**src/cpu_pkg.sv**
```systemverilog
// shared cpu types
`default_nettype none

package cpu_pkg;

  typedef logic [63:0] word_t;
  typedef logic [31:0] inst_t;
  typedef logic [4:0]  reg_idx_t;

  // decoded instruction class
  typedef enum logic [2:0] {
    op_alu_reg,
    op_alu_imm,
    op_lui,
    op_load,
    op_store,
    op_branch,
    op_putch,
    op_none
  } op_kind_e;

  typedef enum logic [2:0] {
    alu_add,
    alu_sub,
    alu_and,
    alu_or,
    alu_xor,
    alu_slt
  } alu_op_e;

  // major opcodes of the supported subset
  localparam logic [6:0] opc_op     = 7'h33;
  localparam logic [6:0] opc_op_imm = 7'h13;
  localparam logic [6:0] opc_lui    = 7'h37;
  localparam logic [6:0] opc_load   = 7'h03;
  localparam logic [6:0] opc_store  = 7'h23;
  localparam logic [6:0] opc_branch = 7'h63;
  // custom-3 space, low byte of rs1 to the serial port
  localparam logic [6:0] opc_putch  = 7'h7b;

  // addi x0, x0, 0
  localparam inst_t nop_inst = 32'h0000_0013;

endpackage

`default_nettype wire

```
**src/if_stage.sv**
```systemverilog
// instruction fetch stage
`default_nettype none

module if_stage
  import cpu_pkg::*;
#(
  parameter word_t RESET_PC = 64'h0000_0000_8000_0000
) (
  input  logic  clock,
  input  logic  reset,
  input  logic  id_allowin,
  input  logic  branch_taken,
  input  word_t branch_target,
  output logic  if_to_id_valid,
  output word_t if_to_id_pc,
  output inst_t if_to_id_inst,
  output logic  if_rw_valid,
  input  logic  if_rw_ready,
  output word_t if_rw_addr,
  input  inst_t if_r_data
);

  logic  req_q;
  logic  drop_q;
  logic  buf_valid;
  word_t fetch_pc;
  word_t target_q;
  word_t buf_pc;
  inst_t buf_inst;
  logic  fire;
  logic  fill;
  logic  accept;
  logic  buf_busy;

  assign fire   = req_q & if_rw_ready;
  // a redirect or a stale request never reaches the holding register
  assign fill   = fire & ~drop_q & ~branch_taken;
  assign accept = buf_valid & id_allowin;
  // holding register still occupied next cycle
  assign buf_busy = fill | (buf_valid & ~accept & ~branch_taken);

  always_ff @(posedge clock) begin
    if (reset) begin
      req_q     <= 1'b0;
      drop_q    <= 1'b0;
      buf_valid <= 1'b0;
      fetch_pc  <= RESET_PC;
    end else begin
      buf_valid <= buf_busy;
      // one request at a time, only into an empty holding register
      if (!req_q || fire) begin
        req_q <= ~buf_busy;
      end
      if (branch_taken && req_q && !fire) begin
        // finish the outstanding fetch first, then go to the target
        drop_q <= 1'b1;
      end else if (fire && drop_q) begin
        drop_q   <= 1'b0;
        fetch_pc <= target_q;
      end else if (branch_taken) begin
        fetch_pc <= branch_target;
      end else if (fill) begin
        fetch_pc <= fetch_pc + 64'd4;
      end
    end
  end

  always_ff @(posedge clock) begin
    if (branch_taken) begin
      target_q <= branch_target;
    end
    if (fill) begin
      buf_pc   <= fetch_pc;
      buf_inst <= if_r_data;
    end
  end

  assign if_rw_valid    = req_q;
  assign if_rw_addr     = fetch_pc;
  assign if_to_id_valid = buf_valid;
  assign if_to_id_pc    = buf_pc;
  assign if_to_id_inst  = buf_inst;

endmodule

`default_nettype wire

```
**config.mk**
```make
export PLATFORM = sky130hd
export DESIGN_NAME = if_stage
export DESIGN_NICKNAME = d
export VERILOG_FILES = /design/src/cpu_pkg.sv /design/src/if_stage.sv
export SDC_FILE = /design/constraint.sdc
export NUM_CORES = 1
export LEC_CHECK = 0
export ABC_AREA = 1
export BUFFER_PORTS_ARGS = -buffer_cell sky130_fd_sc_hd__buf_2
export CORE_AREA = 2 2 151 153
export CTS_CLUSTER_DIAMETER = 100
export DETAILED_ROUTE_END_ITERATION = 10
export DIE_AREA = 0 0 153 155
export HOLD_SLACK_MARGIN = 0.02
export PLACE_DENSITY = 0.76
export SETUP_SLACK_MARGIN = 0.4
export SLEW_MARGIN = 20
export SYNTH_ARGS = -nofsm -noshare
export SYNTH_HDL_FRONTEND = slang
export SYNTH_SLANG_ARGS = --single-unit
```
**constraint.sdc**
```tcl
create_clock -name clock -period 5.1 [get_ports clock]
set_input_delay 0.765 -clock clock [delete_from_list [all_inputs] [get_ports clock]]
set_output_delay 0.765 -clock clock [all_outputs]
set_load 0.1 [all_outputs]
```
==> impl_metrics.py <==
metrics = {
    "detailed_routing": {
        "drcViolationCount": 0,
        "drt-total-wl_um": 30780,
        "viasPerCell": 5.368,
        "vias": 9266,
        "antenna_violating_nets_post_route": 0,
        "routedWlPerCell_um": 17.83,
        "drt-initial-drc-count": 666,
        "drtPass1Iterations": 5,
    },
    "setup_path": {
        "worstReg2RegStart": "if_rw_valid",
        "timing.critical_path.slowest_stage_cell": "clkinv_2",
        "reg2reg_depth": 8,
        "path_class": "input port to flop",
        "cp_num_buf_inv": 3,
        "crit_path_frequent_cell": "a21oi_1",
        "path_delay_family": "buffers and inverters",
        "timing.critical_path.to_type": "flop",
        "critical_path_arrival_ns": 3.25,
        "worst-path-stages": 6,
        "timing.rr.end": "if_rw_addr[2]",
        "crit_path_max_incr_delay_ns": 0.75,
        "crit_chain": "buf_4 -> inv_2 -> o21ai_4 -> clkinv_2 -> a21oi_1 -> a21oi_1",
        "worstPathRequired_ns": 5.50,
        "slack_of_the_worst_reg_to_reg_path_ns": 2.33,
        "timing.critical_path.fanout_max": 61,
        "critical_path.startpoint_type": "input port",
    },
    "floorplan": {
        "placement_rows": 55,
        "ios": 263,
        "design.core.area_um2": 22230,
        "floorplan.die_area_um2": 23720,
        "die_y_um": 155,
        "fp.dieW_um": 153,
        "starting_density": 0.4785,
    },
    "sta": {
        "worst_hold_slack_ns": 0.4137,
        "worst_pin_slew_ns": 1.002,
        "timing.fmax_ghz": 0.3512,
        "fin_tns_setup_ns": 0,
        "timing_hold_violations_final": 0,
        "slew-limit-headroom": 0.3312,
        "rsz0062_at_grt": "false",
        "timing.clock.skew_ns": 0.01647,
        "timing.final.crit_share": 0.5584,
        "final_period_minus_worst_setup_slack_ns": 2.848,
        "report.final.setup_viol": 0,
        "slew_viol_final": 0,
    },
    "clock_tree": {
        "cts_tree": "done",
        "clk_pin_slew_worst_paths_ns": 0.06,
        "cts_max_path_buffers": 3,
        "cts_inserted_buffers": 24,
        "clock_sink_count": 227,
        "ctsResizeCount": 0,
        "post-cts-setup-buffer-count": 0,
        "clock_latency_ns": 0.52,
        "root_buffer": "clkbuf_16",
        "cts_htree_levels": 1,
        "post_cts_hold_buffer_count": 0,
    },
    "outcome": {
        "outcome": "finished clean",
    },
    "finish": {
        "final_core_utilization": 0.5856,
        "areaGrowthSynthToFinish_pct": 22.39,
        "layout-drive-gt1-share": 0.2542,
        "layout.cells.non_filler": 1726,
        "nNetsFinal": 1524,
    },
    "logic_synthesis": {
        "asyncSetResetFlopFracSynth": 0,
        "synth.avg_cell_area_um2": 9.074,
        "yosys_warnings": 0,
        "synth.largest_area_cell": "edfxtp_1",
        "synthFlopType": "edfxtp_1",
        "most_used_standard_cell_by_instance_count_after_synthesis": "nand2_1",
        "synth.top_cell.area_share": 0.4518,
        "synth.net_count": 1274,
        "netlist_top_cells_area": "edfxtp_1 45%, dfxtp_1 13%, nand2_1 8.4%, o21ai_0 5.9%, a21oi_1 5.2%",
        "ys_seq_elements": 227,
        "synth_cells": 1172,
        "netlist-cell-type-count": 36,
        "syn-cell-area_um2": 10640,
        "synth_sequential_area_ratio": 0.5779,
        "ys_top_cells_by_count": "238 x nand2_1, 160 x edfxtp_1, 126 x o21ai_0, 113 x inv_1, 112 x nor2_1",
        "synth-edff-count": 160,
    },
    "min_path": {
        "holdCritPathClass": "input port to flop",
        "min_delay_path_depth": 1,
        "beginning_of_the_worst_hold_path": "if_r_data[31]",
        "worstHoldEndpoint": "if_to_id_inst[31]",
    },
    "global_route": {
        "grt_start_max_net_pins": 67,
        "first_global_vias": 8670,
        "global_route.usage.total": 0.2498,
        "grt_overflow": 0,
        "antenna_found_initial": 1,
        "global_route_wire_length_before_repair_um": 47520,
    },
    "job": {
        "max-cap-violations": 0,
    },
    "place": {
        "gp_routability_congestion": 0.9523,
        "hpwlAfterDp_um": 22110,
        "io_buffers": 262,
        "placed_cells": 1681,
    },
    "pwr": {
        "total_leakage_power_uw": 0.005428,
        "power.density_nw_per_um2": 382.7,
        "vdd_drop_max_mv": 0.3261,
    },
}
## layout by cell type (no fill, tap or decap), types with 24 or more instances in the layout
master / synthesis / final
edfxtp_1: 160 / 160
nand2_1: 238 / 238
nand3_1: 66 / 66
inv_1: 113 / 113
o21ai_0: 126 / 126
a21oi_1: 111 / 111
buf_2: 7 / 261
nor2_1: 112 / 111
dfxtp_1: 67 / 67
clkbuf_16: 0 / 24
## cells by family (layout without fill, tap and decap cells)
family                     Yosys count  in the layout  synth area share
xor gates and xnor gates            23             23           0.01894
other                                0              1                 0
DFF                                227            227            0.5779
buffers and inverters              164            432           0.05906
adders and majority gates            1              1          0.001176
and+or+nand+nor                    475            475            0.1996
AOI/OAI and AO/OA                  282            282            0.1433
## through the flow
stage	cell area, µm²	power (µW)	setup WS, ns
2_1_floorplan	10640	3009	0.7532
3_3_place_gp	12200	3219	2.030
3_5_place_dp	12200	3236	1.936
4_1_cts	13010	5017	2.350
5_1_grt	13010	5142	2.011
6_report	13020	4981	2.252
## where the power goes
part	internal, µW	total [µW]	switching, µW
sequential	2110	2230	124
clock	1050	1780	726
combinational	176	970	794
## final cells by class
type                       instances  area [µm²]
clock inverter                    17       185.2
inverter                         119       447.9
tap                              285       356.6
antenna                            1       2.502
clock buffer                      27       631.9
multi-input combinational        781        3880
fill                            2002        9211
timing repair buffer             269        1366
sequential                       227        6146
## sequential cells by signal (all words and copies together), names as in the netlist
| register | count |
|---|---|
| if_to_id_pc | 64 |
| if_to_id_inst | 32 |
| target_q | 64 |
| if_rw_addr | 64 |
| if_rw_valid | 1 |
| if_to_id_valid | 1 |
| drop_q | 1 |
## how the worst max path moves through the flow
| stage | to | from |
|---|---|---|
| 6_report | if_rw_addr[16] | branch_taken |
| 3_5_place_dp | if_to_id_inst[10] | branch_taken |
| 5_1_grt | if_rw_addr[2] | if_rw_valid |
| 4_1_cts | if_rw_addr[2] | if_rw_valid |
| 3_3_place_gp | if_to_id_pc[53] | branch_taken |
| 2_1_floorplan | if_to_id_inst[0] | if_rw_valid |
## metal layers
| layer | up-vias | global-route usage | share of wire | routed length [µm] |
|---|---|---|---|---|
| met5 | - | 0 | 0 | 0 |
| met4 | 0 | 0.06393 | 0.020 | 613 |
| met3 | 41 | 0.03733 | 0.081 | 2495 |
| met2 | 419 | 0.4126 | 0.47 | 14440 |
| met1 | 4323 | 0.3490 | 0.43 | 13230 |
| li1 | 4483 | - | - | - |
(Power assumes the default switching activity.)
