==> src/cpu_pkg.sv <==
// shared cpu types
`default_nettype none

package cpu_pkg;

  typedef logic [63:0] word_t;
  typedef logic [31:0] inst_t;
  typedef logic [4:0]  reg_idx_t;

  // decoded instruction class
  typedef enum logic [2:0] {
    op_alu_reg,
    op_alu_imm,
    op_lui,
    op_load,
    op_store,
    op_branch,
    op_putch,
    op_none
  } op_kind_e;

  typedef enum logic [2:0] {
    alu_add,
    alu_sub,
    alu_and,
    alu_or,
    alu_xor,
    alu_slt
  } alu_op_e;

  // major opcodes of the supported subset
  localparam logic [6:0] opc_op     = 7'h33;
  localparam logic [6:0] opc_op_imm = 7'h13;
  localparam logic [6:0] opc_lui    = 7'h37;
  localparam logic [6:0] opc_load   = 7'h03;
  localparam logic [6:0] opc_store  = 7'h23;
  localparam logic [6:0] opc_branch = 7'h63;
  // custom-3 space, low byte of rs1 to the serial port
  localparam logic [6:0] opc_putch  = 7'h7b;

  // addi x0, x0, 0
  localparam inst_t nop_inst = 32'h0000_0013;

endpackage

`default_nettype wire

==> src/ex_stage.sv <==
// execute stage
`default_nettype none

module ex_stage
  import cpu_pkg::*;
(
  input  logic     clock,
  input  logic     reset,
  input  logic     id_to_ex_valid,
  input  word_t    id_to_ex_pc,
  input  op_kind_e id_to_ex_kind,
  input  alu_op_e  id_to_ex_alu_op,
  input  reg_idx_t id_to_ex_dest,
  input  word_t    id_to_ex_a,
  input  word_t    id_to_ex_b,
  input  word_t    id_to_ex_store_data,
  output logic     ex_allowin,
  input  logic     mem_allowin,
  output logic     ex_to_mem_valid,
  output op_kind_e ex_to_mem_kind,
  output reg_idx_t ex_to_mem_dest,
  output word_t    ex_to_mem_result,
  output word_t    ex_to_mem_store_data,
  output logic     ex_pend_valid,
  output reg_idx_t ex_pend_dest
);

  logic     ex_valid;
  op_kind_e ex_kind;
  reg_idx_t ex_dest;
  word_t    ex_result;
  word_t    ex_store_data;
  word_t    alu_out;
  word_t    result;

  always_comb begin
    case (id_to_ex_alu_op)
      alu_sub: alu_out = id_to_ex_a - id_to_ex_b;
      alu_and: alu_out = id_to_ex_a & id_to_ex_b;
      alu_or:  alu_out = id_to_ex_a | id_to_ex_b;
      alu_xor: alu_out = id_to_ex_a ^ id_to_ex_b;
      alu_slt: alu_out = {63'd0, $signed(id_to_ex_a) < $signed(id_to_ex_b)};
      default: alu_out = id_to_ex_a + id_to_ex_b;
    endcase
  end

  // load/store address and putch byte both come out of the adder
  always_comb begin
    case (id_to_ex_kind)
      op_lui:             result = id_to_ex_b;
      // no register write here, keep the pc for tracing
      op_branch, op_none: result = id_to_ex_pc;
      default:            result = alu_out;
    endcase
  end

  // single-cycle stage
  assign ex_allowin = ~ex_valid | mem_allowin;

  always_ff @(posedge clock) begin
    if (reset) begin
      ex_valid <= 1'b0;
    end else if (ex_allowin) begin
      ex_valid <= id_to_ex_valid;
    end
  end

  always_ff @(posedge clock) begin
    if (ex_allowin && id_to_ex_valid) begin
      ex_kind       <= id_to_ex_kind;
      ex_dest       <= id_to_ex_dest;
      ex_result     <= result;
      ex_store_data <= id_to_ex_store_data;
    end
  end

  assign ex_to_mem_valid      = ex_valid;
  assign ex_to_mem_kind       = ex_kind;
  assign ex_to_mem_dest       = ex_dest;
  assign ex_to_mem_result     = ex_result;
  assign ex_to_mem_store_data = ex_store_data;
  assign ex_pend_valid        = ex_valid;
  assign ex_pend_dest         = ex_dest;

endmodule

`default_nettype wire

==> config.mk <==
export PLATFORM = sky130hd
export DESIGN_NAME = ex_stage
export DESIGN_NICKNAME = d
export VERILOG_FILES = /design/src/cpu_pkg.sv /design/src/ex_stage.sv
export SDC_FILE = /design/constraint.sdc
export NUM_CORES = 1
export LEC_CHECK = 0
export BUFFER_PORTS_ARGS = -buffer_cell sky130_fd_sc_hd__buf_2
export CORE_MARGIN = 5
export CORE_UTILIZATION = 49
export CTS_CLUSTER_DIAMETER = 150
export DETAILED_ROUTE_END_ITERATION = 10
export HOLD_SLACK_MARGIN = 0.15
export PLACE_DENSITY = 0.75
export SYNTH_ARGS = -nofsm -noshare
export SYNTH_HDL_FRONTEND = slang
export SYNTH_SLANG_ARGS = --single-unit
export TNS_END_PERCENT = 5
==> constraint.sdc <==
create_clock -name clock -period 6.09 [get_ports clock]
set_clock_uncertainty 0.2 [all_clocks]
set_input_delay 0.9135 -clock clock [delete_from_list [all_inputs] [get_ports clock]]
set_output_delay 0.9135 -clock clock [all_outputs]
set_load 0.05 [all_outputs]
==> metrics.cfg <==
[outcome]
status = completed

[floorplanning]
std_cell_rows = 67
io_pins = 415
die-area_mm2 = 0.03737
fp.dieH_um = 193.3
core_area_mm2 = 0.03336
die_w_um = 193.3
initial_core_util_pct = 49.35

[clock_network]
cts_tree = yes
post_cts_buffers = 0
clock-sinks = 137
cts-resized-gates = 0
clk_path_buf_depth = 2
cts_root_buffer = clkbuf_16
cts_buffers = 17
cts_hold_buf = 0
insertion_delay_ns = 0.44
clkSlewWorstSetupHoldPaths_ns = 0.06
htreeDepth = 4

[drt]
wl_per_cell_um = 23.90
wirelength_mm = 67.66
detail_route.vias_per_cell = 6.372
drtAntennaViolNets = 0
drc = 0
first_iter_violations = 2186
first_pass_iters = 6
vias = 18040

[sta]
hold_viol_final = 0
rsz0062_at_grt = no
hold_slack_ns = 0.3417
slew_headroom_pct = 24.43
setup_violations = 0
post-route-period-util_pct = 79.64
tightest_slew_ns = 1.134
tns_ns = 0
setup_ws_ns = 1.240
min_period_ns = 4.850
slew_viol_final = 0
fmax_mhz = 206.2

[pwr]
p_leak_nw = 8.616
switching_share_pct = 42.98
totalPowerFinal_mw = 4.070
seqPwrFrac_pct = 28.6
powerDensity_mw_per_mm2 = 212.6
switchingPower_mw = 1.749
p_int_mw = 2.321
pwr-share-clk_pct = 26.7
comb_power_share_pct = 44.7
ir_drop_v = 0.0001783

[global_routing]
grt-ovfl-total = 0
grt_pass1_vias = 17600
antenna_found_initial = 3
grt_use_total_pct = 33.87
grt_max_degree = 77
grt_pass1_wl_mm = 101.9

[synth]
seq_area_frac_synth_pct = 24.93
synth_warnings = 0
synth_cells = 2043
ys_types = 96
synth_edf_count = 136
yosys_register_bits = 137
ys.flop_type = edfxtp_1
syn_avg_cell_area_um2 = 8.059
async_flop_share_pct = 0
yosysTopAreaCell = edfxtp_1
syn-cell-area_mm2 = 0.01646
yosysTopAreaCellShare_pct = 24.80
synthTopCellsByArea = edfxtp_1 (25%), ha_1 (15%), a21oi_1 (8.2%)
syn-num-nets = 2508

[cells_and_area]
drive_gt1_share_pct = 22.34
nets = 2834
nFillCells = 3178
synthToLayoutAreaGrowth_pct = 16.26

[setup_path]
critPathArrivalTime_ns = 4.91
crit_fanout = 3
cpPeakStageDelay_ns = 0.41
end_kind = flop
path_cells = buf_2 -> inv_1 -> ha_1 -> inv_1 -> fa_1 -> nor2b_1 -> o2111ai_1 -> a21oi_1 -> o211ai_1 -> a21oi_1 -> o311ai_0 -> buf_4 -> nor4b_2 -> nor3_1 -> o21bai_1 -> nand2_1 -> o221a_1 -> o31ai_1
crit_type = input port to flop
slowest_stage = o311ai_0
path_delay_family = compound AO/OA/AOI/OAI gates
worst_ep_required_time_ns = 6.15
path_buf_inv = 4
start_kind = input port

[run]
cap_viol_max_count = 0

[min_path]
hp-class = flop to flop

[place]
place_ws_ns = 0.9838
dp_hpwl_mm = 51.48
place_congestion = 1.054
io_buffers = 414

## registers in the layout (all words and copies together), names as in the netlist
| register | flops |
|---|---|
| ex_to_mem_result | 64 |
| ex_to_mem_store_data | 64 |
| ex_pend_valid | 1 |
| ex_to_mem_kind | 3 |
| ex_pend_dest | 5 |
## power by group through the flow
stage          Clock [mW]  Combinational (mW)  Sequential [mW]
2_1_floorplan           0                1.00             1.46
3_3_place_gp            0                1.76             1.18
3_5_place_dp            0                1.77             1.18
4_1_cts              1.10                1.78             1.17
5_1_grt              1.14                1.94             1.17
6_report             1.09                1.82             1.17
## cells in the mapped netlist (23+ instances only)
cell	number
clkbuf_1	67
o31ai_1	38
o21bai_1	42
a211oi_1	27
nand3_1	26
a221o_1	24
a31oi_1	26
o221ai_1	25
nor2_1	167
nor3_1	31
o21ai_0	151
inv_1	201
ha_1	192
a21oi_1	270
a221oi_1	23
nand2_1	122
a22oi_1	42
xnor2_1	69
edfxtp_1	136
## through the flow
step / std cells / util, % / instance area, um2
3_3_place_gp: 2798 / 55.60 / 18550
2_1_floorplan: 2043 / - / 16460
3_5_place_dp: 2798 / 55.60 / 18550
5_1_grt: 2830 / 57.37 / 19140
4_1_cts: 2829 / 57.36 / 19140
6_report: 2831 / 57.37 / 19140
## logic make-up (layout without fill, tap and decap cells)
group | count (synthesis) | count (layout) | synth area share [%]
buf+inv | 346 | 684 | 9.651
other cells | 0 | 2 | 0
fa+ha+maj | 194 | 194 | 14.83
mux | 8 | 8 | 0.4940
xor+xnor | 72 | 72 | 3.830
compound gates | 829 | 829 | 33.29
flops | 137 | 137 | 24.93
simple gates | 457 | 457 | 12.98
## worst min-delay path, delay by kind of cell (launching register included)
family | cells | cell delay [ns]
AND/OR/NAND/NOR | 1 | 0.11
flip-flops | 1 | 0.32
AO/OA/AOI/OAI | 1 | 0.08
## cells in the final DEF, fill, tap and decap left out, types with 10 or more instances in the layout
master       n
a21o_1      22
o21ai_1     10
buf_4       31
o21ai_0    151
nor3_1      31
nor4_1      20
a221oi_1    23
o22ai_1     14
a21oi_1    270
a22oi_1     42
a221o_1     24
buf_2      413
a31oi_1     26
o31ai_1     38
nor2_1     164
nand2_1    122
edfxtp_1   136
nand4_1     22
clkbuf_16   17
o211ai_1    14
a211oi_1    27
xnor2_1     69
o21a_1      15
ha_1       192
inv_1      201
nor2b_1     13
nand3_1     26
o221ai_1    25
o21bai_1    42
## path summary, 6_finish.rpt
check	startpoint	end	slack [ns]	cells past startpoint
worst max register to register	ex_pend_valid$_SDFFE_PP0N_	ex_to_mem_result[50]$_DFFE_PP_	3.84	3
worst min-delay path	ex_pend_valid$_SDFFE_PP0N_	ex_pend_valid$_SDFFE_PP0N_	0.34	2
worst max-delay path	id_to_ex_a[0]	ex_to_mem_result[58]$_DFFE_PP_	1.24	18
worst min register to register	ex_pend_valid$_SDFFE_PP0N_	ex_pend_valid$_SDFFE_PP0N_	0.34	2
## cell type report
| class | instances | area (um2) | area share, % |
|---|---|---|---|
| timing repair buffer | 444 | 2300 | 12.01 |
| clock inverter | 14 | 161.4 | 0.8432 |
| multi-input combinational | 1560 | 10800 | 56.40 |
| antenna | 2 | 5.005 | 0.02615 |
| inverter | 209 | 789.5 | 4.124 |
| clock buffer | 17 | 425.4 | 2.222 |
| tap | 448 | 560.5 | 2.928 |
| sequential | 137 | 4104 | 21.44 |
## layer usage
layer  part of all wire (%)  GRT usage (%)  up-vias  wire, um
li1                       -              -     8176         -
met1                     39          42.43     8546     26280
met3                    8.9          6.210      207      5997
met5                  0.031              0        -        21
met2                     48          57.98     1107     32370
met4                    4.4          13.30        4      2990
Power figures use the tool's default switching activity.
