**config.mk**
```make
export PLATFORM = sky130hd
export DESIGN_NAME = wb_stage
export DESIGN_NICKNAME = d
export VERILOG_FILES = /design/src/cpu_pkg.sv /design/src/wb_stage.sv
export SDC_FILE = /design/constraint.sdc
export NUM_CORES = 1
export LEC_CHECK = 0
export CORE_MARGIN = 3
export CORE_UTILIZATION = 45
export CTS_BUF_LIST = sky130_fd_sc_hd__clkbuf_2 sky130_fd_sc_hd__clkbuf_4 sky130_fd_sc_hd__clkbuf_8
export DETAILED_ROUTE_END_ITERATION = 7
export DONT_BUFFER_PORTS = 1
export SLEW_MARGIN = 40
export SYNTH_ARGS = -nofsm -noshare
export SYNTH_HDL_FRONTEND = slang
export SYNTH_SLANG_ARGS = --single-unit
```
**constraint.sdc**
```tcl
create_clock -name clock -period 0.8 [get_ports clock]
set_input_delay 0.16 -clock clock [delete_from_list [all_inputs] [get_ports clock]]
set_output_delay 0.16 -clock clock [all_outputs]
set_load 0.05 [all_outputs]
```
**src/cpu_pkg.sv**
```systemverilog
// shared cpu types
`default_nettype none

package cpu_pkg;

  typedef logic [63:0] word_t;
  typedef logic [31:0] inst_t;
  typedef logic [4:0]  reg_idx_t;

  // decoded instruction class
  typedef enum logic [2:0] {
    op_alu_reg,
    op_alu_imm,
    op_lui,
    op_load,
    op_store,
    op_branch,
    op_putch,
    op_none
  } op_kind_e;

  typedef enum logic [2:0] {
    alu_add,
    alu_sub,
    alu_and,
    alu_or,
    alu_xor,
    alu_slt
  } alu_op_e;

  // major opcodes of the supported subset
  localparam logic [6:0] opc_op     = 7'h33;
  localparam logic [6:0] opc_op_imm = 7'h13;
  localparam logic [6:0] opc_lui    = 7'h37;
  localparam logic [6:0] opc_load   = 7'h03;
  localparam logic [6:0] opc_store  = 7'h23;
  localparam logic [6:0] opc_branch = 7'h63;
  // custom-3 space, low byte of rs1 to the serial port
  localparam logic [6:0] opc_putch  = 7'h7b;

  // addi x0, x0, 0
  localparam inst_t nop_inst = 32'h0000_0013;

endpackage

`default_nettype wire

```
**src/wb_stage.sv**
```systemverilog
// writeback stage
`default_nettype none

module wb_stage
  import cpu_pkg::*;
(
  input  logic     clock,
  input  logic     reset,
  input  logic     mem_to_wb_valid,
  input  op_kind_e mem_to_wb_kind,
  input  reg_idx_t mem_to_wb_dest,
  input  word_t    mem_to_wb_value,
  output logic     wb_allowin,
  output logic     wr_ena,
  output reg_idx_t wr_addr,
  output word_t    wr_data,
  output logic     wb_pend_valid,
  output reg_idx_t wb_pend_dest,
  output logic     uart_out_valid,
  output logic [7:0] uart_out_char
);

  logic     wb_valid;
  op_kind_e wb_kind;
  reg_idx_t wb_dest;
  word_t    wb_value;

  // retires in one cycle, never back-pressures
  assign wb_allowin = 1'b1;

  always_ff @(posedge clock) begin
    if (reset) begin
      wb_valid <= 1'b0;
    end else begin
      wb_valid <= mem_to_wb_valid;
    end
  end

  always_ff @(posedge clock) begin
    if (mem_to_wb_valid) begin
      wb_kind  <= mem_to_wb_kind;
      wb_dest  <= mem_to_wb_dest;
      wb_value <= mem_to_wb_value;
    end
  end

  assign wr_ena  = wb_valid && (wb_kind inside {op_alu_reg, op_alu_imm, op_lui, op_load});
  assign wr_addr = wb_dest;
  assign wr_data = wb_value;

  assign wb_pend_valid = wb_valid;
  assign wb_pend_dest  = wb_dest;

  // one pulse per retired putch
  assign uart_out_valid = wb_valid && (wb_kind == op_putch);
  assign uart_out_char  = wb_value[7:0];

endmodule

`default_nettype wire

```
==> results of run 1 <==
==> logic make-up after synthesis <==
kind of cell / synth area share
other: 0.001621
AND/OR/NAND/NOR: 0.009734
buffers and inverters: 0.04543
flip-flops: 0.9432
==> synthesized netlist by cell type <==
library cell and number:
dfxtp_1 1, edfxtp_1 72, and4b_1 1, buf_4 14
conb_1 1, nor2b_1 2
==> metrics by stage <==
step           std cells  hold slack, ps  instance area (um2)
2_1_floorplan         91           221.9                 2377
3_3_place_gp         215           227.1                 3716
3_5_place_dp         215           228.8                 3716
==> metrics.md, run 1 <==
| Metric | Value |
|---|---|
| Synth warn | 0 |
| Outcome | aborted with a tool error |
| Synthesized instance count | 91 |
| Number of cell rows | 25 |
| Clk buf depth | 2 |
| IO Port Bufs | 0 |
| IO Count | 161 |
| Error msg | [ERROR DPL-0033] detailed placement checks failed during check placement. |
| Mean cell area of the mapped netlist | about 25 um2 |
| Hold buffer count at CTS | 73 |
| Netlist cell types | 6 |
| Root Driver | clkbuf_8 |
| Initial Util | 0.4772 |
| Syn Std Cell Area | between 2000 and 2500 um2 |
| Post-synthesis sequential area ratio | 0.9432 |
| Die X | roughly 78 um |
| Post-Synthesis Net Count | approximately 170 |
| Stopping stage | clock tree synthesis |
| Cell taking the most area after synthesis | edfxtp_1 |
| Number of gates resized after CTS | 2 |
| Gpl congestion | 0.6494 |
| Post-CTS Setup Inserts | 0 |
| Hpwl dp | between 3000 and 4000 um |
| FF+latch count, synth | 73 |
| Clk sink count | 73 |
| Pre-CTS WS | -147.4 ps |
| Area fraction of the dominant cell type after synthesis | 0.9346 |
| Die Span Y | between 70 and 80 um |
| Synth area leaders | edfxtp_1, buf_4, dfxtp_1, nor2b_1, and4b_1 |
| H-Tree Depth | 3 |
| Total CTS buffers | 9 |
==> run 2: changes to the inputs <==
- CORE_UTILIZATION: 45 -> 30
- CTS_BUF_LIST: sky130_fd_sc_hd__clkbuf_2 sky130_fd_sc_hd__clkbuf_4 sky130_fd_sc_hd__clkbuf_8 -> not set
- PLACE_DENSITY_LB_ADDON: not set -> 0.15
- clock period: 0.8 -> 1 ns (I/O delays scaled with it)
==> run 2 against run 1 <==
The flow now finishes, with violations (hold timing, setup timing). Area after synthesis unchanged. Synthesized cell count unchanged.
==> metrics.md, run 2 <==
| Metric | Value |
|---|---|
| FF+latch count, synth | 73 |
| Failing checks | hold timing, setup timing |
| TNS Setup | -8770 ps |
| Levels on crit path | 1 |
| Number of global-route vias before repair | between 1.5k and 2k |
| Post-CTS Setup Inserts | 0 |
| IO Port Bufs | 0 |
| Leading cell type in the layout, fill and taps excluded | dlygate4sd3_1 |
| Total CTS buffers | 9 |
| Clock network fraction of total power | 0.275 |
| Int Pwr | approximately 5500 uW |
| CP required | ~800 ps |
| Sequential share of power | 0.490 |
| Die X | roughly 94 um |
| CP peak stage delay | 450 ps |
| Die area | 8801 um2 |
| Fin crit share | 1.338 |
| Footprint of the multi-input gates | approximately 38 um2 |
| HP Class | in2reg |
| VDD IR max | approximately 1000 uV |
| Synthesized instance count | 91 |
| Initial DRC Count | a little over 80 |
| Layout cells sized above 1 | 0.3671 |
| Minimum clock period | 1338 ps |
| Gpl congestion | 0.6204 |
| Delay-heaviest family, CP | simple AND/OR/NAND/NOR gates |
| Number of cell rows | 31 |
| Commonest cells after routing, fill and taps aside | dlygate4sd3_1, edfxtp_1, buf_6 |
| Final slew viol count | 0 |
| Fin nets | 307 |
| Antenna-violating nets left | 0 |
| Post-Synthesis Net Count | 166 |
| Placement Cell Area | between 3000 and 4000 um2 |
| Mean cell area of the mapped netlist | 25.42 um2 |
| Clk buf depth | 2 |
| Global-route wire length before repair | between 7000 and 8000 um |
| Clk sink count | between 70 and 80 |
| Hold buffer count at CTS | 73 |
| Setup-failing EPs final | 85 |
| Core area | 7370 um2 |
| Synth area leaders | edfxtp_1, buf_4, dfxtp_1, nor2b_1, and4b_1 |
| CTS tree | built |
| Total global-route track usage | 0.1226 |
| Vias per inst | between 4 and 5 |
| Sequential cell area | roughly 2200 um2 |
| Vias | 1355 |
| Power Dens Cells | 1834 nW/um2 |
| Ys flop type | edfxtp_1 |
| Routed wire per std cell | roughly 16 um |
| Clock-pin slew on the worst setup and hold paths | around 70 ps |
| TritonRoute pass-1 iters | 3 |
| Cell taking the most area after synthesis | edfxtp_1 |
| Worst path buffer plus inverter count | 0 |
| Critical Path Source Type | register |
| Max Clk Rate | between 700 and 800 MHz |
| Area fraction of the dominant cell type after synthesis | 0.9346 |
| Critical-path top delay cell | and4b_4 |
| Commonest cells in the netlist | edfxtp_1, buf_4, nor2b_1 |
| Post-synth EDFFs | 72 |
| Overflow after GRT | 0 |
| Hold path cells | 0 |
| Leak Pwr | about 0.0016 uW |
| Worst hold margin | -24.69 ps |
| Synth warn | 0 |
| Max Fanout on Critical Path | 1 |
| Syn Std Cell Area | ~2300 um2 |
| Crit-path cells | and4b_4 |
| CP Class | reg2out |
| Max FFs per register | 64 |
| Switch share | 0.2887 |
| H-Tree Depth | 3 |
| DRC violations left | 0 |
| Fin. Hold Viols | 39 |
| Post-synth ARST share | 0 |
| Outcome | finished, violations left |
| CP Data Arrival Time | 1140 ps |
| # fillers | ~580 |
| Logic pwr share | 0.234 |
| Max-Cap Viols | 0 |
| Area growth syn-to-layout | 80.96% |
| IO Count | between 150 and 200 |
| Pre-CTS WS | approximately 3.5 ps |
| Switching power of the nets | between 2000 and 2500 uW |
| Root Driver | clkbuf_8 |
| Die Span Y | between 90 and 100 um |
| Netlist cell types | 6 |
| Unrepaired setup endpoints after global routing | yes |
| Initial antenna violation count | 1 |
| Post-synthesis sequential area ratio | 0.9432 |
| Wirelength, routed | 5227 um |
| Count leader, synth | edfxtp_1 |
| Initial Util | 0.3139 |
| Largest net degree at the start of global routing | between 70 and 80 |
| Final setup margin | -337.9 ps |
| Crit. End Element | output pin |
| Fin area | approximately 4200 um2 |
-- run 2: cell counts after synthesis --
Identical to the previous run, type by type.
-- run 2: power by group through the flow --
stage	clock network, uW	logic [uW]	registers [uW]
after global routing	2350	1850	3790
after CTS	2180	1800	3760
after detailed placement	0	1460	3790
after floorplan	0	260	4590
after global placement	0	1460	3780
final	2110	1800	3760
-- run 2: cell families (layout without fill, tap and decap cells) --
| family | after synthesis | count (layout) | share of synthesized area |
|---|---|---|---|
| buf+inv | 14 | 160 | 0.04543 |
| flops | 73 | 73 | 0.9432 |
| other cells | 1 | 2 | 0.001621 |
| simple gates | 3 | 3 | 0.009734 |
-- run 2: repair_timing --
action | CTS | global route
resized for setup | 58 | 0
cloned | 0 | 0
endpoints found under the hold margin | 145 | 72
endpoints found under the setup margin | 85 | 85
-- run 2: final timing paths --
kind | end | from | slack (ps)
worst max-delay path | uart_out_valid | wb_kind[0] | -340
worst min-delay path | wr_data[18] | mem_to_wb_valid | -20
-- run 2: layout make-up --
class | count | share of cell area
Clock inverter | 5 | 0.01166
Sequential cell | 73 | 0.5221
Timing Repair Buffer | 144 | 0.3957
Tap cell | 99 | 0.02959
Multi-Input combinational cell | 4 | 0.008966
Antenna cell | 1 | 0.0005977
Clock buffer | 11 | 0.03138
-- run 2: metrics by stage --
stage / total power [uW] / utilization / std cells
after CTS: 7745 / 0.5677 / 336
after floorplan: 4848 / - / 91
after global placement: 5245 / 0.4146 / 247
final: 7676 / 0.5681 / 337
after detailed placement: 5254 / 0.4146 / 247
after global routing: 7987 / 0.5681 / 337
-- run 2: routing by layer --
metal / global-route usage / vias up / share of wire
li1: - / 618 / -
met1: 0.1295 / 629 / 0.35
met2: 0.1957 / 100 / 0.51
met3: 0.06170 / 8 / 0.12
met4: 0.07220 / 0 / 0.020
met5: 0 / - / 0
(Power assumes the default switching activity.)
