## src/cpu_pkg.sv

```systemverilog
// shared cpu types
`default_nettype none

package cpu_pkg;

  typedef logic [63:0] word_t;
  typedef logic [31:0] inst_t;
  typedef logic [4:0]  reg_idx_t;

  // decoded instruction class
  typedef enum logic [2:0] {
    op_alu_reg,
    op_alu_imm,
    op_lui,
    op_load,
    op_store,
    op_branch,
    op_putch,
    op_none
  } op_kind_e;

  typedef enum logic [2:0] {
    alu_add,
    alu_sub,
    alu_and,
    alu_or,
    alu_xor,
    alu_slt
  } alu_op_e;

  // major opcodes of the supported subset
  localparam logic [6:0] opc_op     = 7'h33;
  localparam logic [6:0] opc_op_imm = 7'h13;
  localparam logic [6:0] opc_lui    = 7'h37;
  localparam logic [6:0] opc_load   = 7'h03;
  localparam logic [6:0] opc_store  = 7'h23;
  localparam logic [6:0] opc_branch = 7'h63;
  // custom-3 space, low byte of rs1 to the serial port
  localparam logic [6:0] opc_putch  = 7'h7b;

  // addi x0, x0, 0
  localparam inst_t nop_inst = 32'h0000_0013;

endpackage

`default_nettype wire

```

## src/mem_stage.sv

```systemverilog
// memory access stage
`default_nettype none

module mem_stage
  import cpu_pkg::*;
(
  input  logic     clock,
  input  logic     reset,
  input  logic     ex_to_mem_valid,
  input  op_kind_e ex_to_mem_kind,
  input  reg_idx_t ex_to_mem_dest,
  input  word_t    ex_to_mem_result,
  input  word_t    ex_to_mem_store_data,
  output logic     mem_allowin,
  input  logic     wb_allowin,
  output logic     mem_to_wb_valid,
  output op_kind_e mem_to_wb_kind,
  output reg_idx_t mem_to_wb_dest,
  output word_t    mem_to_wb_value,
  output logic     mem_pend_valid,
  output reg_idx_t mem_pend_dest,
  output logic     mem_rw_valid,
  input  logic     mem_rw_ready,
  output logic     mem_rw_req,
  output word_t    mem_rw_addr,
  output word_t    mem_w_data,
  input  word_t    mem_r_data
);

  logic     mem_valid;
  logic     done_q;
  op_kind_e mem_kind;
  reg_idx_t mem_dest;
  word_t    mem_result;
  word_t    mem_store_data;
  word_t    load_q;
  logic     is_access;
  logic     fire;
  logic     ready_go;

  assign is_access = (mem_kind == op_load) || (mem_kind == op_store);

  // one request per access, dropped once it has completed
  assign mem_rw_valid = mem_valid & is_access & ~done_q;
  assign mem_rw_req   = (mem_kind == op_store);
  assign mem_rw_addr  = mem_result;
  assign mem_w_data   = mem_store_data;
  assign fire         = mem_rw_valid & mem_rw_ready;

  assign ready_go        = ~is_access | done_q | fire;
  assign mem_allowin     = ~mem_valid | (ready_go & wb_allowin);
  assign mem_to_wb_valid = mem_valid & ready_go;

  always_ff @(posedge clock) begin
    if (reset) begin
      mem_valid <= 1'b0;
      done_q    <= 1'b0;
    end else begin
      if (mem_allowin) begin
        mem_valid <= ex_to_mem_valid;
        done_q    <= 1'b0;
      end else if (fire) begin
        done_q <= 1'b1;
      end
    end
  end

  always_ff @(posedge clock) begin
    if (mem_allowin && ex_to_mem_valid) begin
      mem_kind       <= ex_to_mem_kind;
      mem_dest       <= ex_to_mem_dest;
      mem_result     <= ex_to_mem_result;
      mem_store_data <= ex_to_mem_store_data;
    end
    if (fire) begin
      load_q <= mem_r_data;
    end
  end

  // load data is live on the ready cycle, held afterwards
  always_comb begin
    if (mem_kind == op_load) begin
      mem_to_wb_value = done_q ? load_q : mem_r_data;
    end else begin
      mem_to_wb_value = mem_result;
    end
  end

  assign mem_to_wb_kind = mem_kind;
  assign mem_to_wb_dest = mem_dest;
  assign mem_pend_valid = mem_valid;
  assign mem_pend_dest  = mem_dest;

endmodule

`default_nettype wire

```

## config.mk

```make
export PLATFORM = sky130hd
export DESIGN_NAME = mem_stage
export DESIGN_NICKNAME = d
export VERILOG_FILES = /design/src/cpu_pkg.sv /design/src/mem_stage.sv
export SDC_FILE = /design/constraint.sdc
export NUM_CORES = 1
export LEC_CHECK = 0
export BUFFER_PORTS_ARGS = -buffer_cell sky130_fd_sc_hd__buf_4
export CAP_MARGIN = 30
export CORE_AREA = 2 2 163 165
export DETAILED_ROUTE_END_ITERATION = 12
export DIE_AREA = 0 0 165 167
export GPL_TIMING_DRIVEN = 0
export PLACE_DENSITY = 0.64
export SYNTH_ARGS = -nofsm -noshare
export SYNTH_HDL_FRONTEND = slang
export SYNTH_SLANG_ARGS = --single-unit
```

## constraint.sdc

```tcl
create_clock -name clock -period 7.95 [get_ports clock]
set_input_delay 0.3975 -clock clock [delete_from_list [all_inputs] [get_ports clock]]
set_output_delay 0.3975 -clock clock [all_outputs]
set_load 0.02 [all_outputs]
```

==> metrics, run 1 <==
TritonCTS clock tree=built; Power per Cell Area=226 mW/mm^2; Yosys warning count=0; final hold vios=0; Vias/cell=~4.4; Clock Skew=0.0225 ns; Synth Area in Simple Gates=0.0418; Hold Path Class=in2reg; Worst R2R Path Depth=4; critical path arrival=approximately 2.1 ns; largest family of logic cells by synthesized area=multiplexers; H-tree depth=1; Final period util=0.313; Cells after Synth=438; initial antenna violation count=0; sequential-to-total area share from yosys stat=0.798; async set or reset register ratio after synthesis=0; Worst Hold End=mem_rw_addr[34]; Final min period=2.49 ns; fin nets=1,086; Die Y=roughly 170 um; Hold-fix buffers, CTS=0; Post-Route Utilization=0.464; Die W=165 um; Total Power=0.00271 W; mapped cell area=0.00757 mm^2; antenna violation net count after detailed routing=0; unrepaired setup endpoints after global routing=false; hold wc startpoint=ex_to_mem_result[34]; clock sinks=202; type of origin of the critical path=register; area delta synth->final=57.9%; commonest non-fill, non-tap cells in the layout=buf_4 (421), edfxtp_1 (200), mux2i_1 (64), nand2_1 (64), o21ai_0 (36); Post-synth EDFFs=200; hold_ws=0.0531 ns; fmax=around 0.40 GHz; FF-to-FF End=mem_w_data[58]; XOR/XNOR Fraction of Synth Area=0; Post-Syn Area per Cell=between 15 and 20 um^2; Netlist cell types=25; Synth Area in Compound Gates=0.0479; Max-Cap Viols=0; first-iteration detailed-routing DRC count=278; # resized after CTS=0; Final Max Tran Viols=0; Tot GR Track Use=0.165; hold depth=1; worst-skew pair later-pin latency=0.52 ns; setup_tns=0 ns; Adder-Cell Fraction of Synth Area=0; Post-Syn Nets=about 640; IO Port Bufs=414; worst reg2reg setup slack=5.73 ns; final std cells w/o fill=1,234; DIE AREA=about 0.028 mm^2; most common cell after layout, fill and taps aside=buf_4; FP Rows=59; DRC Markers=0; Clock Pin Slew Worst Setup and Hold Paths=approximately 0.06 ns; worst slew pin tran=between 0.5 and 0.6 ns; CP Launch Point=mem_to_wb_kind[2]; grt total ovfl=0; HPWL after DPL=18,600 um; relative slew slack=0.657; critical-path maximum fanout=10; WL final=24,000 um; Core Area=0.0258 mm^2; Num CTS Buffers=24; share of layout cells above drive strength 1=0.535; mux share of post-synthesis cell area=0.0846; final setup violation count=0; Pleak=4.90 nW; Synth Flop Type=edfxtp_1; worst r2r src=mem_to_wb_kind[1]; global-route wire length before repair=34,300 um; Clock Tree Root=clkbuf_16; crit end category=output port; Worst IR Drop VDD=188 uV; placed cells=1,190; Seq cells post-synth=202; Setup Buffers After CTS=0; 1st-pass router iterations=4; routed len/inst=19.4 um; starting density of the core=0.294; Clock Path Buffers=3; critical path class=reg2out; Via Count=between 5,000 and 6,000; gpl congestion=0.842; number of global-route vias before repair=between 5,000 and 6,000; n_diodes=0; largest net degree at the start of global routing=58; Critical Path RT=7.55 ns; status=completed; Ports=a little over 400
## cells by family (layout without fill, tap and decap cells)
family | count (synthesis) | count (layout)
DFF | 202 | 202
muxes | 64 | 64
and+or+nand+nor | 73 | 73
buffers and inverters | 29 | 490
AOI/OAI and AO/OA | 70 | 70
## cell type report
class	instances	area (um^2)
Fill cell	2309	13800
Sequential cell	202	6050
Inverter	2	7.51
Clock inverter	16	139
Timing Repair Buffer	417	3180
Clock buffer	28	637
Tap cell	335	419
Multi-Input combinational cell	207	1330
Buffer	27	201
## worst max-delay path by stage
stage | to | slack [ns] | depth (start not counted)
floorplan | mem_pend_dest[0] | 3.28 | 3
global placement | mem_rw_addr[59] | 1.72 | 3
detailed placement | mem_w_data[46] | 5.73 | 4
CTS | mem_to_wb_value[28] | 5.40 | 5
global route | mem_to_wb_value[28] | 5.34 | 5
finish | mem_to_wb_value[28] | 5.46 | 5
## synth_stat cells, types with 2 or more instances
master,instances,area share
nand2_1,64,0.032
clkbuf_2,2,0.0013
mux2i_1,64,0.085
clkbuf_1,3,0.0015
buf_2,6,0.0040
and2_1,2,0.0017
o21ai_0,36,0.024
buf_4,7,0.0069
dfxtp_1,2,0.0053
inv_1,2,0.00099
edfxtp_1,200,0.79
o21ai_1,30,0.020
buf_6,8,0.012
## routing by layer
metal	vias to the layer above	part of all wire	GRT usage
met3	47	0.11	0.0680
met4	0	0.028	0.0541
met2	285	0.51	0.295
met1	2555	0.35	0.175
met5	-	0	0
li1	2548	-	-
## worst max-delay path: stages, from the launching register on
cell and delay, ns:
edfxtp_1 0.42, nand3b_1 0.21, buf_6 0.18, clkbuf_2 0.18
o21ai_0 0.38, buf_4 0.22
## flip-flops by register name (all words and copies together), names as in the netlist
signal,cells
done_q,1
load_q,64
mem_pend_dest,5
mem_pend_valid,1
mem_rw_addr,64
mem_to_wb_kind,3
mem_w_data,64
## per-stage QoR
| step | area [um^2] | worst slack [ns] |
|---|---|---|
| floorplan | 7570 | 3.28 |
| global placement | 11100 | 1.72 |
| detailed placement | 11200 | 5.73 |
| CTS | 12000 | 5.40 |
| global route | 12000 | 5.34 |
| finish | 12000 | 5.46 |
## report_power, final
group / internal, W / switching [W] / leakage [nW]
registers: 0.00123 / 0.0000219 / 1.91
clock network: 0.000639 / 0.000429 / 0.372
logic: 0.000179 / 0.000205 / 2.62
total: 0.00205 / 0.000656 / 4.90
No activity file was read; power rests on OpenSTA's default activity.
==> run 2, diff against run 1 <==
--- a/config.mk
+++ b/config.mk
@@ -11,7 +11,7 @@
 export DETAILED_ROUTE_END_ITERATION = 12
 export DIE_AREA = 0 0 165 167
 export GPL_TIMING_DRIVEN = 0
-export PLACE_DENSITY = 0.64
+export PLACE_DENSITY = 0.66
 export SYNTH_ARGS = -nofsm -noshare
 export SYNTH_HDL_FRONTEND = slang
 export SYNTH_SLANG_ARGS = --single-unit
==> constraint.sdc (replaced) <==
create_clock -name clock -period 2 [get_ports clock]
set_input_delay 0.1 -clock clock [delete_from_list [all_inputs] [get_ports clock]]
set_output_delay 0.1 -clock clock [all_outputs]
set_load 0.02 [all_outputs]
==> run 2 against run 1 <==
  * The run now ends with negative setup slack left
  * Core utilization grew 9.9 points
  * Flip-flop and latch count unchanged
  * Total power grew to 4.0 times the previous value
  * Register-to-register slack lost 5.7 ns
  * Clock skew is 0.013 ns lower
  * Clock-buffer cell count grew 4
  * Worst hold slack improved by 0.015 ns
  * First-iteration DRC count did not move
  * Cell count grew 19%
  * Critical endpoint is now mem_to_wb_value[54]
  * Largest cell class unchanged
==> metrics, run 2 (synthesized netlist as in run 1, its figures left out) <==
Power per Cell Area=753 mW/mm^2; Max-Cap Viols=0; Worst IR Drop VDD=709 uV; routed len/inst=about 20 um; Clock Path Buffers=3; IO Port Bufs=roughly 410; largest net degree at the start of global routing=33; final std cells w/o fill=1,465; FP Rows=59; gpl congestion=0.849; share of layout cells above drive strength 1=0.458; worst-skew pair later-pin latency=roughly 0.51 ns; Vias/cell=4.44; Post-Route Utilization=0.563; fmax=0.475 GHz; Worst Path Buf+Inv=4; commonest non-fill, non-tap cells in the layout=buf_4 (426), dlygate4sd3_1 (203), edfxtp_1 (200); Core Area=0.0258 mm^2; Final Max Tran Viols=0; Clock Pin Slew Worst Setup and Hold Paths=around 0.060 ns; starting density of the core=0.294; crit path cell chain=nand3b_1 > buf_6 > buf_12 > buf_8 > nand2_1 > o21ai_1 > buf_4; final setup violation count=34; final hold vios=0; TritonCTS clock tree=built; n_diodes=0; relative slew slack=0.736; WL final=approximately 29,000 um; family with the most delay on the worst path=buffers and inverters; Total Power=approximately 0.011 W; HPWL after DPL=18,500 um; initial antenna violation count=0; first-iteration detailed-routing DRC count=278; Num CTS Buffers=22; Max stage delay cell, worst path=edfxtp_1; critical path class=reg2out; type of origin of the critical path=register; DIE AREA=0.0276 mm^2; crit end category=output port; worst slew pin tran=0.396 ns; Pleak=5.99 nW; placed cells=1,189; clock sinks=202; Gate power share=0.192; critical path arrival=2.01 ns; Via Count=6,511; DRC Markers=0; status=finished, violations left; Tot GR Track Use=0.195; global-route wire length before repair=between 40,000 and 50,000 um; failing checks=negative setup slack; setup_tns=-1.75 ns; P_int=0.00824 W; net switching power=0.00269 W; Clock Skew=slightly above 0.009 ns; Ports=415; 1st-pass router iterations=4; register share of total power=0.457; sw frac=0.246; unrepaired setup endpoints after global routing=true; fin nets=1,321; critical-path maximum fanout=10; Worst path max stage delay=approximately 0.44 ns; grt total ovfl=0; Clock Power Share=0.351; final worst setup slack=-0.105 ns; area delta synth->final=91.5%; Final min period=2.11 ns; Die W=165 um; Die Y=167 um; Critical Path RT=between 1.5 and 2 ns; Hold Path Class=in2reg; H-tree depth=1; antenna violation net count after detailed routing=0; Final period util=1.05; number of global-route vias before repair=7,050; most common cell after layout, fill and taps aside=buf_4; Clock Tree Root=clkbuf_16
-- run 2: through the flow --
| step | worst slack (ns) | hold slack [ns] | area, um^2 |
|---|---|---|---|
| floorplan | -0.421 | 0.169 | 7590 |
| global placement | -0.877 | 0.270 | 11100 |
| detailed placement | -0.253 | 0.272 | 11200 |
| CTS | -0.124 | 0.0311 | 14100 |
| global route | -0.172 | 0.0717 | 14500 |
| finish | -0.105 | 0.0682 | 14500 |
-- run 2: per-layer routing --
layer	vias up	wire, um	GRT usage
li1	3027	-	-
met1	3114	11200	0.216
met2	316	15200	0.359
met3	54	2160	0.0453
met4	0	824	0.0662
met5	-	0	0
-- run 2: repair_timing --
item	CTS	global route
gates cloned	5	12
pin swaps	4	5
setup endpoints to repair	233	224
hold buffers	203	1
setup buffers	8	10
resized for setup	19	47
endpoints found under the hold margin	202	1
-- run 2: cell type report --
cell class,instances,area [um^2]
fillers,2009,11300
flip-flops and latches,202,6050
repair buffers,650,5710
multi-input cells,211,1410
clock buffers,32,609
well taps,335,419
plain buffers,27,245
clock inverters,6,52.6
inverters,2,7.51
-- run 2: tightest hold or removal path, stage by stage --
cell,delay [ns]
buf_4,0.07
nand2b_1,0.25
a211oi_1,0.09
-- run 2: worst paths after layout --
path / from / end / slack (ns) / depth (start not counted)
max: mem_to_wb_kind[2] / mem_to_wb_value[54] / -0.11 / 7
min: wb_allowin / done_q / 0.07 / 3
max reg2reg: mem_to_wb_kind[2] / mem_rw_addr[63] / 0.01 / 7
min reg2reg: mem_pend_valid / done_q / 0.76 / 2
-- run 2: power groups by stage --
stage          Clock (W)  Sequential, W  Combinational [W]
2_1_floorplan          0        0.00529           0.000409
3_3_place_gp           0        0.00508            0.00151
3_5_place_dp           0        0.00508            0.00155
4_1_cts          0.00392        0.00498            0.00195
5_1_grt          0.00406        0.00501            0.00221
6_report         0.00384        0.00499            0.00210
